$ cat src/rv_pkg.sv
package rv_pkg;

    // major opcodes of the supported subset
    typedef enum logic [6:0] {
        opc_op     = 7'b0110011,
        opc_op_imm = 7'b0010011,
        opc_lui    = 7'b0110111,
        opc_load   = 7'b0000011,
        opc_store  = 7'b0100011,
        opc_branch = 7'b1100011,
        opc_jal    = 7'b1101111
    } opcode_e;

    typedef enum logic [2:0] {
        alu_add,
        alu_sub,
        alu_and,
        alu_or,
        alu_slt,
        alu_pass_b
    } alu_op_e;

    typedef enum logic [1:0] {
        res_alu,
        res_mem,
        res_pc_plus4
    } result_src_e;

    typedef enum logic [1:0] {
        fwd_none,
        fwd_from_mem,
        fwd_from_wb
    } forward_e;

    typedef struct packed {
        logic [31:0] pc;
        logic [31:0] pc_plus4;
        logic [31:0] instr;
    } fd_reg_t;

    typedef struct packed {
        logic        reg_write;
        result_src_e result_src;
        logic        mem_write;
        logic        jump;
        logic        branch;
        // set for bne, clear for beq
        logic        branch_ne;
        alu_op_e     alu_op;
        logic        alu_src;
    } de_ctrl_t;

    typedef struct packed {
        logic [31:0] rd1;
        logic [31:0] rd2;
        logic [31:0] pc;
        logic [31:0] pc_plus4;
        logic [31:0] imm_ext;
        logic [4:0]  rs1;
        logic [4:0]  rs2;
        logic [4:0]  rd;
    } de_data_t;

    typedef struct packed {
        logic        reg_write;
        result_src_e result_src;
        logic        mem_write;
        logic [31:0] alu_result;
        logic [31:0] write_data;
        logic [4:0]  rd;
        logic [31:0] pc_plus4;
    } em_reg_t;

    typedef struct packed {
        logic        reg_write;
        result_src_e result_src;
        logic [31:0] alu_result;
        logic [31:0] read_data;
        logic [4:0]  rd;
        logic [31:0] pc_plus4;
    } mw_reg_t;

endpackage

$ cat src/instr_decode.sv
`timescale 1ns/1ps

module instr_decode (
    input  logic             clk,
    input  logic             rst,
    input  rv_pkg::fd_reg_t  fd,
    input  logic [4:0]       rd_w,
    input  logic [31:0]      result_w,
    input  logic             reg_write_w,
    output rv_pkg::de_ctrl_t ctrl,
    output rv_pkg::de_data_t data
);
    import rv_pkg::*;

    logic [31:0] regs [32];
    logic [6:0]  opcode;
    logic [2:0]  funct3;
    logic        funct7_5;
    logic [4:0]  rs1;
    logic [4:0]  rs2;
    logic [31:0] imm_i;
    logic [31:0] imm_s;
    logic [31:0] imm_b;
    logic [31:0] imm_j;
    logic [31:0] imm_u;
    logic [31:0] imm_ext;

    assign opcode   = fd.instr[6:0];
    assign funct3   = fd.instr[14:12];
    assign funct7_5 = fd.instr[30];
    assign rs1      = fd.instr[19:15];
    assign rs2      = fd.instr[24:20];

    // falling edge write, so a same-cycle read sees the new value
    always_ff @(negedge clk) begin
        if (reg_write_w && rd_w != 5'd0) begin
            regs[rd_w] <= result_w;
        end
    end

    assign imm_i = {{20{fd.instr[31]}}, fd.instr[31:20]};
    assign imm_s = {{20{fd.instr[31]}}, fd.instr[31:25], fd.instr[11:7]};
    assign imm_b = {{19{fd.instr[31]}}, fd.instr[31], fd.instr[7], fd.instr[30:25],
                    fd.instr[11:8], 1'b0};
    assign imm_j = {{11{fd.instr[31]}}, fd.instr[31], fd.instr[19:12], fd.instr[20],
                    fd.instr[30:21], 1'b0};
    assign imm_u = {fd.instr[31:12], 12'b0};

    // shared by register and immediate arithmetic
    function automatic alu_op_e alu_decode(input logic [2:0] f3, input logic sub);
        case (f3)
            3'b000:  return sub ? alu_sub : alu_add;
            3'b010:  return alu_slt;
            3'b110:  return alu_or;
            3'b111:  return alu_and;
            default: return alu_add;
        endcase
    endfunction

    always_comb begin
        ctrl    = '0;
        imm_ext = '0;
        case (opcode_e'(opcode))
            opc_op: begin
                ctrl.reg_write = 1'b1;
                ctrl.alu_op    = alu_decode(funct3, funct7_5);
            end
            opc_op_imm: begin
                ctrl.reg_write = 1'b1;
                ctrl.alu_src   = 1'b1;
                ctrl.alu_op    = alu_decode(funct3, 1'b0);
                imm_ext        = imm_i;
            end
            opc_lui: begin
                ctrl.reg_write = 1'b1;
                ctrl.alu_src   = 1'b1;
                ctrl.alu_op    = alu_pass_b;
                imm_ext        = imm_u;
            end
            opc_load: begin
                ctrl.reg_write  = 1'b1;
                ctrl.result_src = res_mem;
                ctrl.alu_src    = 1'b1;
                imm_ext         = imm_i;
            end
            opc_store: begin
                ctrl.mem_write = 1'b1;
                ctrl.alu_src   = 1'b1;
                imm_ext        = imm_s;
            end
            opc_branch: begin
                ctrl.branch    = 1'b1;
                ctrl.branch_ne = funct3[0];
                imm_ext        = imm_b;
            end
            opc_jal: begin
                ctrl.reg_write  = 1'b1;
                ctrl.result_src = res_pc_plus4;
                ctrl.jump       = 1'b1;
                imm_ext         = imm_j;
            end
            default: ;
        endcase
    end

    always_comb begin
        data.rd1      = (rs1 == 5'd0) ? 32'd0 : regs[rs1];
        data.rd2      = (rs2 == 5'd0) ? 32'd0 : regs[rs2];
        data.pc       = fd.pc;
        data.pc_plus4 = fd.pc_plus4;
        data.imm_ext  = imm_ext;
        data.rs1      = rs1;
        data.rs2      = rs2;
        data.rd       = fd.instr[11:7];
    end

    // zeroed flush words land here too
    unknown_op_no_write: assert property (@(posedge clk) disable iff (rst)
        !(opcode inside {opc_op, opc_op_imm, opc_lui, opc_load, opc_store, opc_branch,
                         opc_jal}) |-> !ctrl.reg_write && !ctrl.mem_write)
        else $error("unknown opcode %h decoded with a write enable", opcode);

endmodule

$ cat src/exec.sv
`timescale 1ns/1ps

module exec (
    input  rv_pkg::de_ctrl_t ctrl,
    input  rv_pkg::de_data_t data,
    input  rv_pkg::forward_e forward_a,
    input  rv_pkg::forward_e forward_b,
    input  logic [31:0]      alu_result_m,
    input  logic [31:0]      result_w,
    output rv_pkg::em_reg_t  em,
    output logic             pc_src,
    output logic [31:0]      pc_target
);
    import rv_pkg::*;

    logic [31:0] src_a;
    logic [31:0] rs2_val;
    logic [31:0] src_b;
    logic [31:0] alu_result;
    logic        equal;

    // operand A, newest producer wins
    always_comb begin
        case (forward_a)
            fwd_from_mem: src_a = alu_result_m;
            fwd_from_wb:  src_a = result_w;
            default:      src_a = data.rd1;
        endcase
    end

    always_comb begin
        case (forward_b)
            fwd_from_mem: rs2_val = alu_result_m;
            fwd_from_wb:  rs2_val = result_w;
            default:      rs2_val = data.rd2;
        endcase
    end

    assign src_b = ctrl.alu_src ? data.imm_ext : rs2_val;

    always_comb begin
        case (ctrl.alu_op)
            alu_sub:    alu_result = src_a - src_b;
            alu_and:    alu_result = src_a & src_b;
            alu_or:     alu_result = src_a | src_b;
            alu_slt:    alu_result = {31'd0, $signed(src_a) < $signed(src_b)};
            alu_pass_b: alu_result = src_b;
            default:    alu_result = src_a + src_b;
        endcase
    end

    // beq takes on equal, bne on not equal
    assign equal     = (src_a == rs2_val);
    assign pc_src    = ctrl.jump || (ctrl.branch && (equal != ctrl.branch_ne));
    assign pc_target = data.pc + data.imm_ext;

    always_comb begin
        em.reg_write  = ctrl.reg_write;
        em.result_src = ctrl.result_src;
        em.mem_write  = ctrl.mem_write;
        em.alu_result = alu_result;
        // store data must carry the forwarded value
        em.write_data = rs2_val;
        em.rd         = data.rd;
        em.pc_plus4   = data.pc_plus4;
    end

endmodule

$ cat src/hazard_unit.sv
`timescale 1ns/1ps

module hazard_unit (
    input  logic                [4:0] rs1_d,
    input  logic                [4:0] rs2_d,
    input  logic                [4:0] rs1_e,
    input  logic                [4:0] rs2_e,
    input  logic                [4:0] rd_e,
    input  logic                [4:0] rd_m,
    input  logic                [4:0] rd_w,
    input  rv_pkg::result_src_e       result_src_e,
    input  logic                      reg_write_m,
    input  logic                      reg_write_w,
    input  logic                      pc_src_e,
    output logic                      stall_f,
    output logic                      stall_d,
    output logic                      flush_d,
    output logic                      flush_e,
    output rv_pkg::forward_e          forward_a_e,
    output rv_pkg::forward_e          forward_b_e
);
    import rv_pkg::*;

    logic lw_stall;

    // memory stage result is younger, so it is checked first
    function automatic forward_e fwd_sel(input logic [4:0] rs);
        if (reg_write_m && rd_m != 5'd0 && rd_m == rs) begin
            return fwd_from_mem;
        end else if (reg_write_w && rd_w != 5'd0 && rd_w == rs) begin
            return fwd_from_wb;
        end
        return fwd_none;
    endfunction

    assign forward_a_e = fwd_sel(rs1_e);
    assign forward_b_e = fwd_sel(rs2_e);

    always_comb begin
        lw_stall = (result_src_e == res_mem) && rd_e != 5'd0 &&
                   (rd_e == rs1_d || rd_e == rs2_d);
        stall_f  = lw_stall;
        stall_d  = lw_stall;
        flush_d  = pc_src_e;
        flush_e  = lw_stall || pc_src_e;
        // a held pc with a cleared decode word would drop an instruction
        assert (!(stall_f && flush_d && !stall_d))
            else $error("fetch stalled while decode flushed and running");
    end

endmodule

$ cat src/riscv_pipeline.sv
`timescale 1ns/1ps

module riscv_pipeline #(
    parameter logic [31:0] reset_pc = 32'h0000_0000
) (
    input  logic        clk,
    input  logic        rst,
    input  logic [31:0] instr,
    output logic [31:0] pc,
    input  logic [31:0] read_data,
    output logic        data_we,
    output logic [31:0] data_addr,
    output logic [31:0] din
);
    import rv_pkg::*;

    logic [31:0] pc_plus4_f;
    logic [31:0] pc_target_e;
    logic        pc_src_e;
    logic        stall_f;
    logic        stall_d;
    logic        flush_d;
    logic        flush_e;
    forward_e    forward_a_e;
    forward_e    forward_b_e;
    fd_reg_t     fd_next;
    fd_reg_t     fd_q;
    de_ctrl_t    ctrl_d;
    de_data_t    data_d;
    de_ctrl_t    ctrl_e;
    de_data_t    data_e;
    em_reg_t     em_next;
    em_reg_t     em_q;
    mw_reg_t     mw_next;
    mw_reg_t     mw_q;
    logic [4:0]  rd_w;
    logic [31:0] result_w;
    logic        reg_write_w;

    // fetch
    assign pc_plus4_f = pc + 32'd4;

    always_ff @(posedge clk) begin
        if (rst) begin
            pc <= reset_pc;
        end else if (!stall_f) begin
            pc <= pc_src_e ? pc_target_e : pc_plus4_f;
        end
    end

    assign fd_next = '{pc: pc, pc_plus4: pc_plus4_f, instr: instr};

    always_ff @(posedge clk) begin
        if (rst || flush_d) begin
            fd_q <= '0;
        end else if (!stall_d) begin
            fd_q <= fd_next;
        end
    end

    instr_decode i_instr_decode (
        .clk(clk),
        .rst(rst),
        .fd(fd_q),
        .rd_w(rd_w),
        .result_w(result_w),
        .reg_write_w(reg_write_w),
        .ctrl(ctrl_d),
        .data(data_d)
    );

    // execute register, a flush leaves a bubble
    always_ff @(posedge clk) begin
        if (rst || flush_e) begin
            ctrl_e <= '0;
        end else begin
            ctrl_e <= ctrl_d;
        end
    end

    always_ff @(posedge clk) begin
        data_e <= data_d;
    end

    exec i_exec (
        .ctrl(ctrl_e),
        .data(data_e),
        .forward_a(forward_a_e),
        .forward_b(forward_b_e),
        .alu_result_m(em_q.alu_result),
        .result_w(result_w),
        .em(em_next),
        .pc_src(pc_src_e),
        .pc_target(pc_target_e)
    );

    always_ff @(posedge clk) begin
        if (rst) begin
            em_q <= '0;
        end else begin
            em_q <= em_next;
        end
    end

    // memory access
    assign data_we   = em_q.mem_write;
    assign data_addr = em_q.alu_result;
    assign din       = em_q.write_data;

    assign mw_next = '{reg_write: em_q.reg_write, result_src: em_q.result_src,
                       alu_result: em_q.alu_result, read_data: read_data,
                       rd: em_q.rd, pc_plus4: em_q.pc_plus4};

    always_ff @(posedge clk) begin
        if (rst) begin
            mw_q <= '0;
        end else begin
            mw_q <= mw_next;
        end
    end

    // write back
    always_comb begin
        case (mw_q.result_src)
            res_mem:      result_w = mw_q.read_data;
            res_pc_plus4: result_w = mw_q.pc_plus4;
            default:      result_w = mw_q.alu_result;
        endcase
    end

    assign rd_w        = mw_q.rd;
    assign reg_write_w = mw_q.reg_write;

    hazard_unit i_hazard_unit (
        .rs1_d(data_d.rs1),
        .rs2_d(data_d.rs2),
        .rs1_e(data_e.rs1),
        .rs2_e(data_e.rs2),
        .rd_e(data_e.rd),
        .rd_m(em_q.rd),
        .rd_w(rd_w),
        .result_src_e(ctrl_e.result_src),
        .reg_write_m(em_q.reg_write),
        .reg_write_w(reg_write_w),
        .pc_src_e(pc_src_e),
        .stall_f(stall_f),
        .stall_d(stall_d),
        .flush_d(flush_d),
        .flush_e(flush_e),
        .forward_a_e(forward_a_e),
        .forward_b_e(forward_b_e)
    );

    word_aligned_store: assert property (@(posedge clk) disable iff (rst)
        data_we |-> data_addr[1:0] == 2'b00)
        else $error("misaligned store to %h", data_addr);

endmodule

$ cat config.mk
export PLATFORM = sky130hd
export DESIGN_NAME = riscv_pipeline
export DESIGN_NICKNAME = d
export VERILOG_FILES = /design/src/rv_pkg.sv /design/src/instr_decode.sv /design/src/exec.sv /design/src/hazard_unit.sv /design/src/riscv_pipeline.sv
export SDC_FILE = /design/constraint.sdc
export NUM_CORES = 2
export LEC_CHECK = 0
export ABC_AREA = 1
export BUFFER_PORTS_ARGS = -buffer_cell sky130_fd_sc_hd__buf_2
export CAP_MARGIN = 40
export CORE_ASPECT_RATIO = 1.25
export CORE_UTILIZATION = 40
export DETAILED_ROUTE_END_ITERATION = 7
export GPL_ROUTABILITY_DRIVEN = 0
export PLACE_DENSITY_LB_ADDON = 0.05
export SYNTH_ARGS = -nofsm -noshare
export SYNTH_HDL_FRONTEND = slang
export SYNTH_SLANG_ARGS = --single-unit
export TNS_END_PERCENT = 30
$ cat constraint.sdc
create_clock -name clk -period 5.5 [get_ports clk]
set_input_delay 1.1 -clock clk [delete_from_list [all_inputs] [get_ports clk]]
set_output_delay 1.1 -clock clk [all_outputs]
set_load 0.02 [all_outputs]
======== Word level (Yosys, flattened, before mapping) ========
Memories as Yosys holds them, arrays and structs flattened. A register that Yosys moved wholly into a read port is not among the register bits.
Cells that the tools add are included.
word-level totals
  register bits after elaboration ......... 459
  RAM bits ................................ 1024
  input port bits ......................... 66
  word-level logic and storage cells ...... 123
  memories kept ........................... 1
memory list
  memory               depth  bits a word  read ports  clocked after memory_dff  wr ports  line                source
  i_instr_decode.regs  32     32           2           2                         1         instr_decode.sv:15  logic [31:0] regs [32];
cells by class
  add/subtract/negate cells ............... 4
  $lt $le $gt $ge ......................... 1
  equality and inequality tests ........... 30
  mux-type cells .......................... 29
  bitwise operators ....................... 3
  reductions and logical operators ........ 24
operator list
  cell                     number
  $pmux W32 S5             2
  $pmux W32 S2             3
  $add A32 B32 Y32         2
  $mux W32                 2
  $add A32 B3 Y32 const B  1
  $and A32 B32 Y32         1
  $eq A32 B32 Y1           1
  $lt A32 B32 Y1           1
  $or A32 B32 Y32          1
  $sub A32 B32 Y32         1
  $eq A5 B5 Y1             6
  $eq A7 B6 Y1 const B     3
  $pmux W3 S3              2
  $reduce_bool A5 Y1       3
  $eq A7 B7 Y1 const B     2
  $mux W2                  7
  $eq A3 B3 Y1 const B     4
  $pmux W3 S4              1
  $mux W1                  11
  $logic_not A5 Y1         2
  $eq A3 B2 Y1 const B     3
  $logic_and A1 B1 Y1      9
  $eq A2 B1 Y1 const B     4
  $eq A7 B2 Y1 const B     1
  11 further kinds         18

======== Logic depth before layout (Yosys ltp) ========
  word-level depth ........................ 15
  mapped depth ............................ 38
  mapped depth without buffers ............ 36

======== Modules after synthesis ========
From an unflattened synthesis, not the netlist that was laid out.
unflattened totals
  cell total of the unflattened synthesis .. 9879
  area, all modules ....................... 80105.6 sq um
by module, submodules not included
  module          times used  cells each  area an instance (sq um)  seq. area each (sq um)
  instr_decode    1           6028        53103.4                   30749.5
  riscv_pipeline  1           1861        16315.6                   10430.0
  exec            1           1890        10162.2                   0.0
  hazard_unit     1           100         524.3                     0.0

==> impl_metrics.json <==
{
  "crit_chain": "inv_1, ha_1, inv_2, buf_4, o21ai_0, inv_1, buf_4",
  "clockRootBuffer": "clkbuf_16",
  "clock_sinks": 1543,
  "start_util_pct": 40.4,
  "post-dp-hpwl_um": 201000,
  "worst_pin_slew_ns": 1.18,
  "crit_slowest_cell": "o21ai_0",
  "cts_tree": "done",
  "vias": 70000,
  "finalMaxSlewViolations": 0,
  "clockBufferDepth": 3,
  "layout-area-overhead-vs-synth_pct": 17.8,
  "setup.worst_path.end_class": "register",
  "drtIter0Drc": 7452,
  "drc_errors": 0,
  "cts_made_buffers": 170,
  "crit_end": "i_instr_decode.regs[29][8]",
  "cp.required_ns": 3.24,
  "hold_viol_final": 0,
  "max_cap_violations": 0,
  "antenna_found_initial": 19,
  "synth_flop_cell": "edfxtp_1",
  "insertion_delay_ns": 0.84,
  "seqCellArea_sq_um": 41200,
  "htreeDepth": 4,
  "crit_arrival_ns": 3.05,
  "first_pass_iters": 7,
  "grt_pass1_vias": 67500,
  "dieArea_sq_um": 190000,
  "ys_ff_latch": 1543,
  "instances_no_fill": 12100,
  "grt_max_degree": 180,
  "dp_cells": 10800,
  "p_per_area_nw_per_um2": 367,
  "drive_gt1_share_pct": 8.55,
  "crit_path_start_kind": "register",
  "coreArea_sq_um": 187000,
  "grt_pass1_wl_um": 454000,
  "rr_worst_depth": 7,
  "holdCritPathClass": "reg2reg",
  "cp-startpoint": "mw_q[101]",
  "setup_viol": 0,
  "crit_buf_inv": 5,
  "rsz0062_at_grt": "false",
  "finalSetupTns_ns": 0,
  "finalNetCount": 9664,
  "path_max_fanout": 32,
  "postSynthAreaPerCell_sq_um": 8.88,
  "wirelength_um": 321000,
  "routedWlPerCell_um": 26.5,
  "grt-ovfl-total": 0,
  "p_leak_nw": 38.0,
  "dieWidth_um": 390,
  "track_usage_pct": 32.9,
  "synth-edff-count": 1024,
  "run_status": "complete, no violations",
  "multi_input_area_sq_um": 29000,
  "ir_drop_mv": 0.335,
  "synth_area_sq_um": 75400,
  "clkTransAtPathRegs_ns": 0.06,
  "vias_per_cell": 5.77,
  "worst-path-stages": 7,
  "fill_cells": 18200,
  "rrSetupSlack_ns": 0.19,
  "ys_types": 61,
  "portBuffers": 162,
  "pin_count": 163,
  "ys_warn_count": 0,
  "r2r_start": "mw_q[101]",
  "netlist_instances": 8496,
  "crit_type": "reg2reg",
  "maxSlewHeadroom_pct": 21.6,
  "die_h_um": 487,
  "ant_nets": 0,
  "cp_slowest_stage_delay_ns": 0.68,
  "rows": 177,
  "critPathTopFamily": "buffers and inverters",
  "fin_worst_skew_ns": 0.0630,
  "ys_seq_area_share_pct": 54.5,
  "r2r-end": "i_instr_decode.regs[29][8]",
  "synthArstFlopShare_pct": 0,
  "fin_util_pct": 47.6
}
cells by family after synthesis:
group / count (synthesis) / synth area share, %
AOI/OAI and AO/OA: 2286 / 17.9
xor gates and xnor gates: 97 / 1.13
adders and majority gates: 125 / 2.08
buffers and inverters: 1388 / 7.46
DFF: 1543 / 54.5
other: 1 / 0.00497
and+or+nand+nor: 3056 / 16.9
timing repair:
item,4_1_cts,5_1_grt
endpoints found under the setup margin,0,3
hold buffers,0,0
gates resized for setup,0,1
buffers inserted,0,0
worst min-delay path by stage:
stage                     slack, ns     start  depth (start not counted)           to
after floorplan                0.33  fd_q[38]                          0   data_e[53]
after global placement         0.33  fd_q[38]                          0   data_e[53]
after detailed placement       0.33  fd_q[66]                          0   data_e[81]
after CTS                      0.35  fd_q[75]                          0   data_e[90]
after global routing           0.35  fd_q[89]                          0  data_e[104]
final                          0.34  fd_q[95]                          0  data_e[110]
layout by cell type, fill, tap and decap left out, types with 184 or more instances in the layout:
cell type	n
o221ai_1	311
nor2_1	1263
a21oi_1	391
nand3_1	483
buf_4	184
edfxtp_1	1024
nand2_1	1084
o21ai_0	1196
inv_1	1753
dfxtp_1	509
stage by stage:
stage	hold WS [ns]	total power [mW]	area, sq um	worst slack, ns
final	0.345	32.6	88800	0.185
after detailed placement	0.333	19.2	79300	0.320
after global routing	0.354	34.3	88800	0.0420
after CTS	0.349	32.8	88800	0.232
after global placement	0.330	19.2	79200	0.348
after floorplan	0.326	17.3	75500	0.119
routing by layer:
layer / track usage, % / part of all wire [%] / vias to the layer above
li1: - / - / 31400
met1: 40.3 / 39 / 34100
met2: 52.9 / 47 / 3612
met3: 6.12 / 7.7 / 822
met4: 21.7 / 6.3 / 4
met5: 0 / 0.0093 / -
cell usage after synthesis, types with 6 or more instances:
library cell / number / area share [%]
inv_1: 719 / 3.6
a221oi_1: 17 / 0.20
nand3_1: 483 / 3.2
buf_4: 78 / 0.78
inv_2: 19 / 0.095
a32o_1: 11 / 0.15
o311ai_0: 10 / 0.12
nor2_2: 14 / 0.12
o21ai_0: 1197 / 7.9
o21ai_2: 19 / 0.22
buf_2: 13 / 0.086
dfxtp_1: 519 / 14
o221ai_1: 311 / 3.6
o2111ai_1: 16 / 0.19
o22ai_1: 65 / 0.54
o21a_1: 8 / 0.080
o21ai_1: 8 / 0.053
nand2_1: 1085 / 5.4
buf_1: 45 / 0.22
or2_2: 8 / 0.066
nand4_1: 44 / 0.36
a31oi_1: 71 / 0.59
xnor2_1: 23 / 0.27
edfxtp_1: 1024 / 41
a21boi_0: 6 / 0.060
xor2_1: 74 / 0.86
a21oi_1: 391 / 2.6
a21oi_2: 14 / 0.16
clkinv_1: 6 / 0.030
buf_6: 14 / 0.21
nor2_1: 1295 / 6.4
a211oi_1: 6 / 0.060
ha_1: 124 / 2.1
nand3b_1: 43 / 0.43
nor4_1: 13 / 0.11
o211ai_1: 119 / 1.2
clkbuf_1: 494 / 2.5
nor3_1: 37 / 0.25
area by class of cell:
type | instances | area share [%]
clock inverters | 1134 | 5.49
flip-flops and latches | 1543 | 46.3
well taps | 2506 | 3.53
inverters | 743 | 3.18
repair buffers | 395 | 3.58
diodes | 10 | 0.0282
clock buffers | 198 | 5.18
multi-input cells | 5596 | 32.7
registers in the layout, indices dropped and copies added (netlist names):
signal               cells
em_q                    40
rd_w                     5
mw_q                    98
i_instr_decode.regs   1024
data_we                  1
data_e                 173
ctrl_e                  11
din                     32
data_addr               32
fd_q                    94
reg_write_w              1
pc                      32
worst register-to-register path, cell delays in order (launching register included):
cell and delay, ns:
dfxtp_1 0.34, inv_1 0.05, ha_1 0.30, inv_2 0.18, buf_4 0.23, o21ai_0 0.68, inv_1 0.15, buf_4 0.28
power breakdown:
part,leakage [nW],internal (mW),switching (mW)
sequential,13.7,13.0,0.376
clock,8.23,7.76,6.82
combinational,16.0,1.25,3.41
No activity file was read; power rests on OpenSTA's default activity.
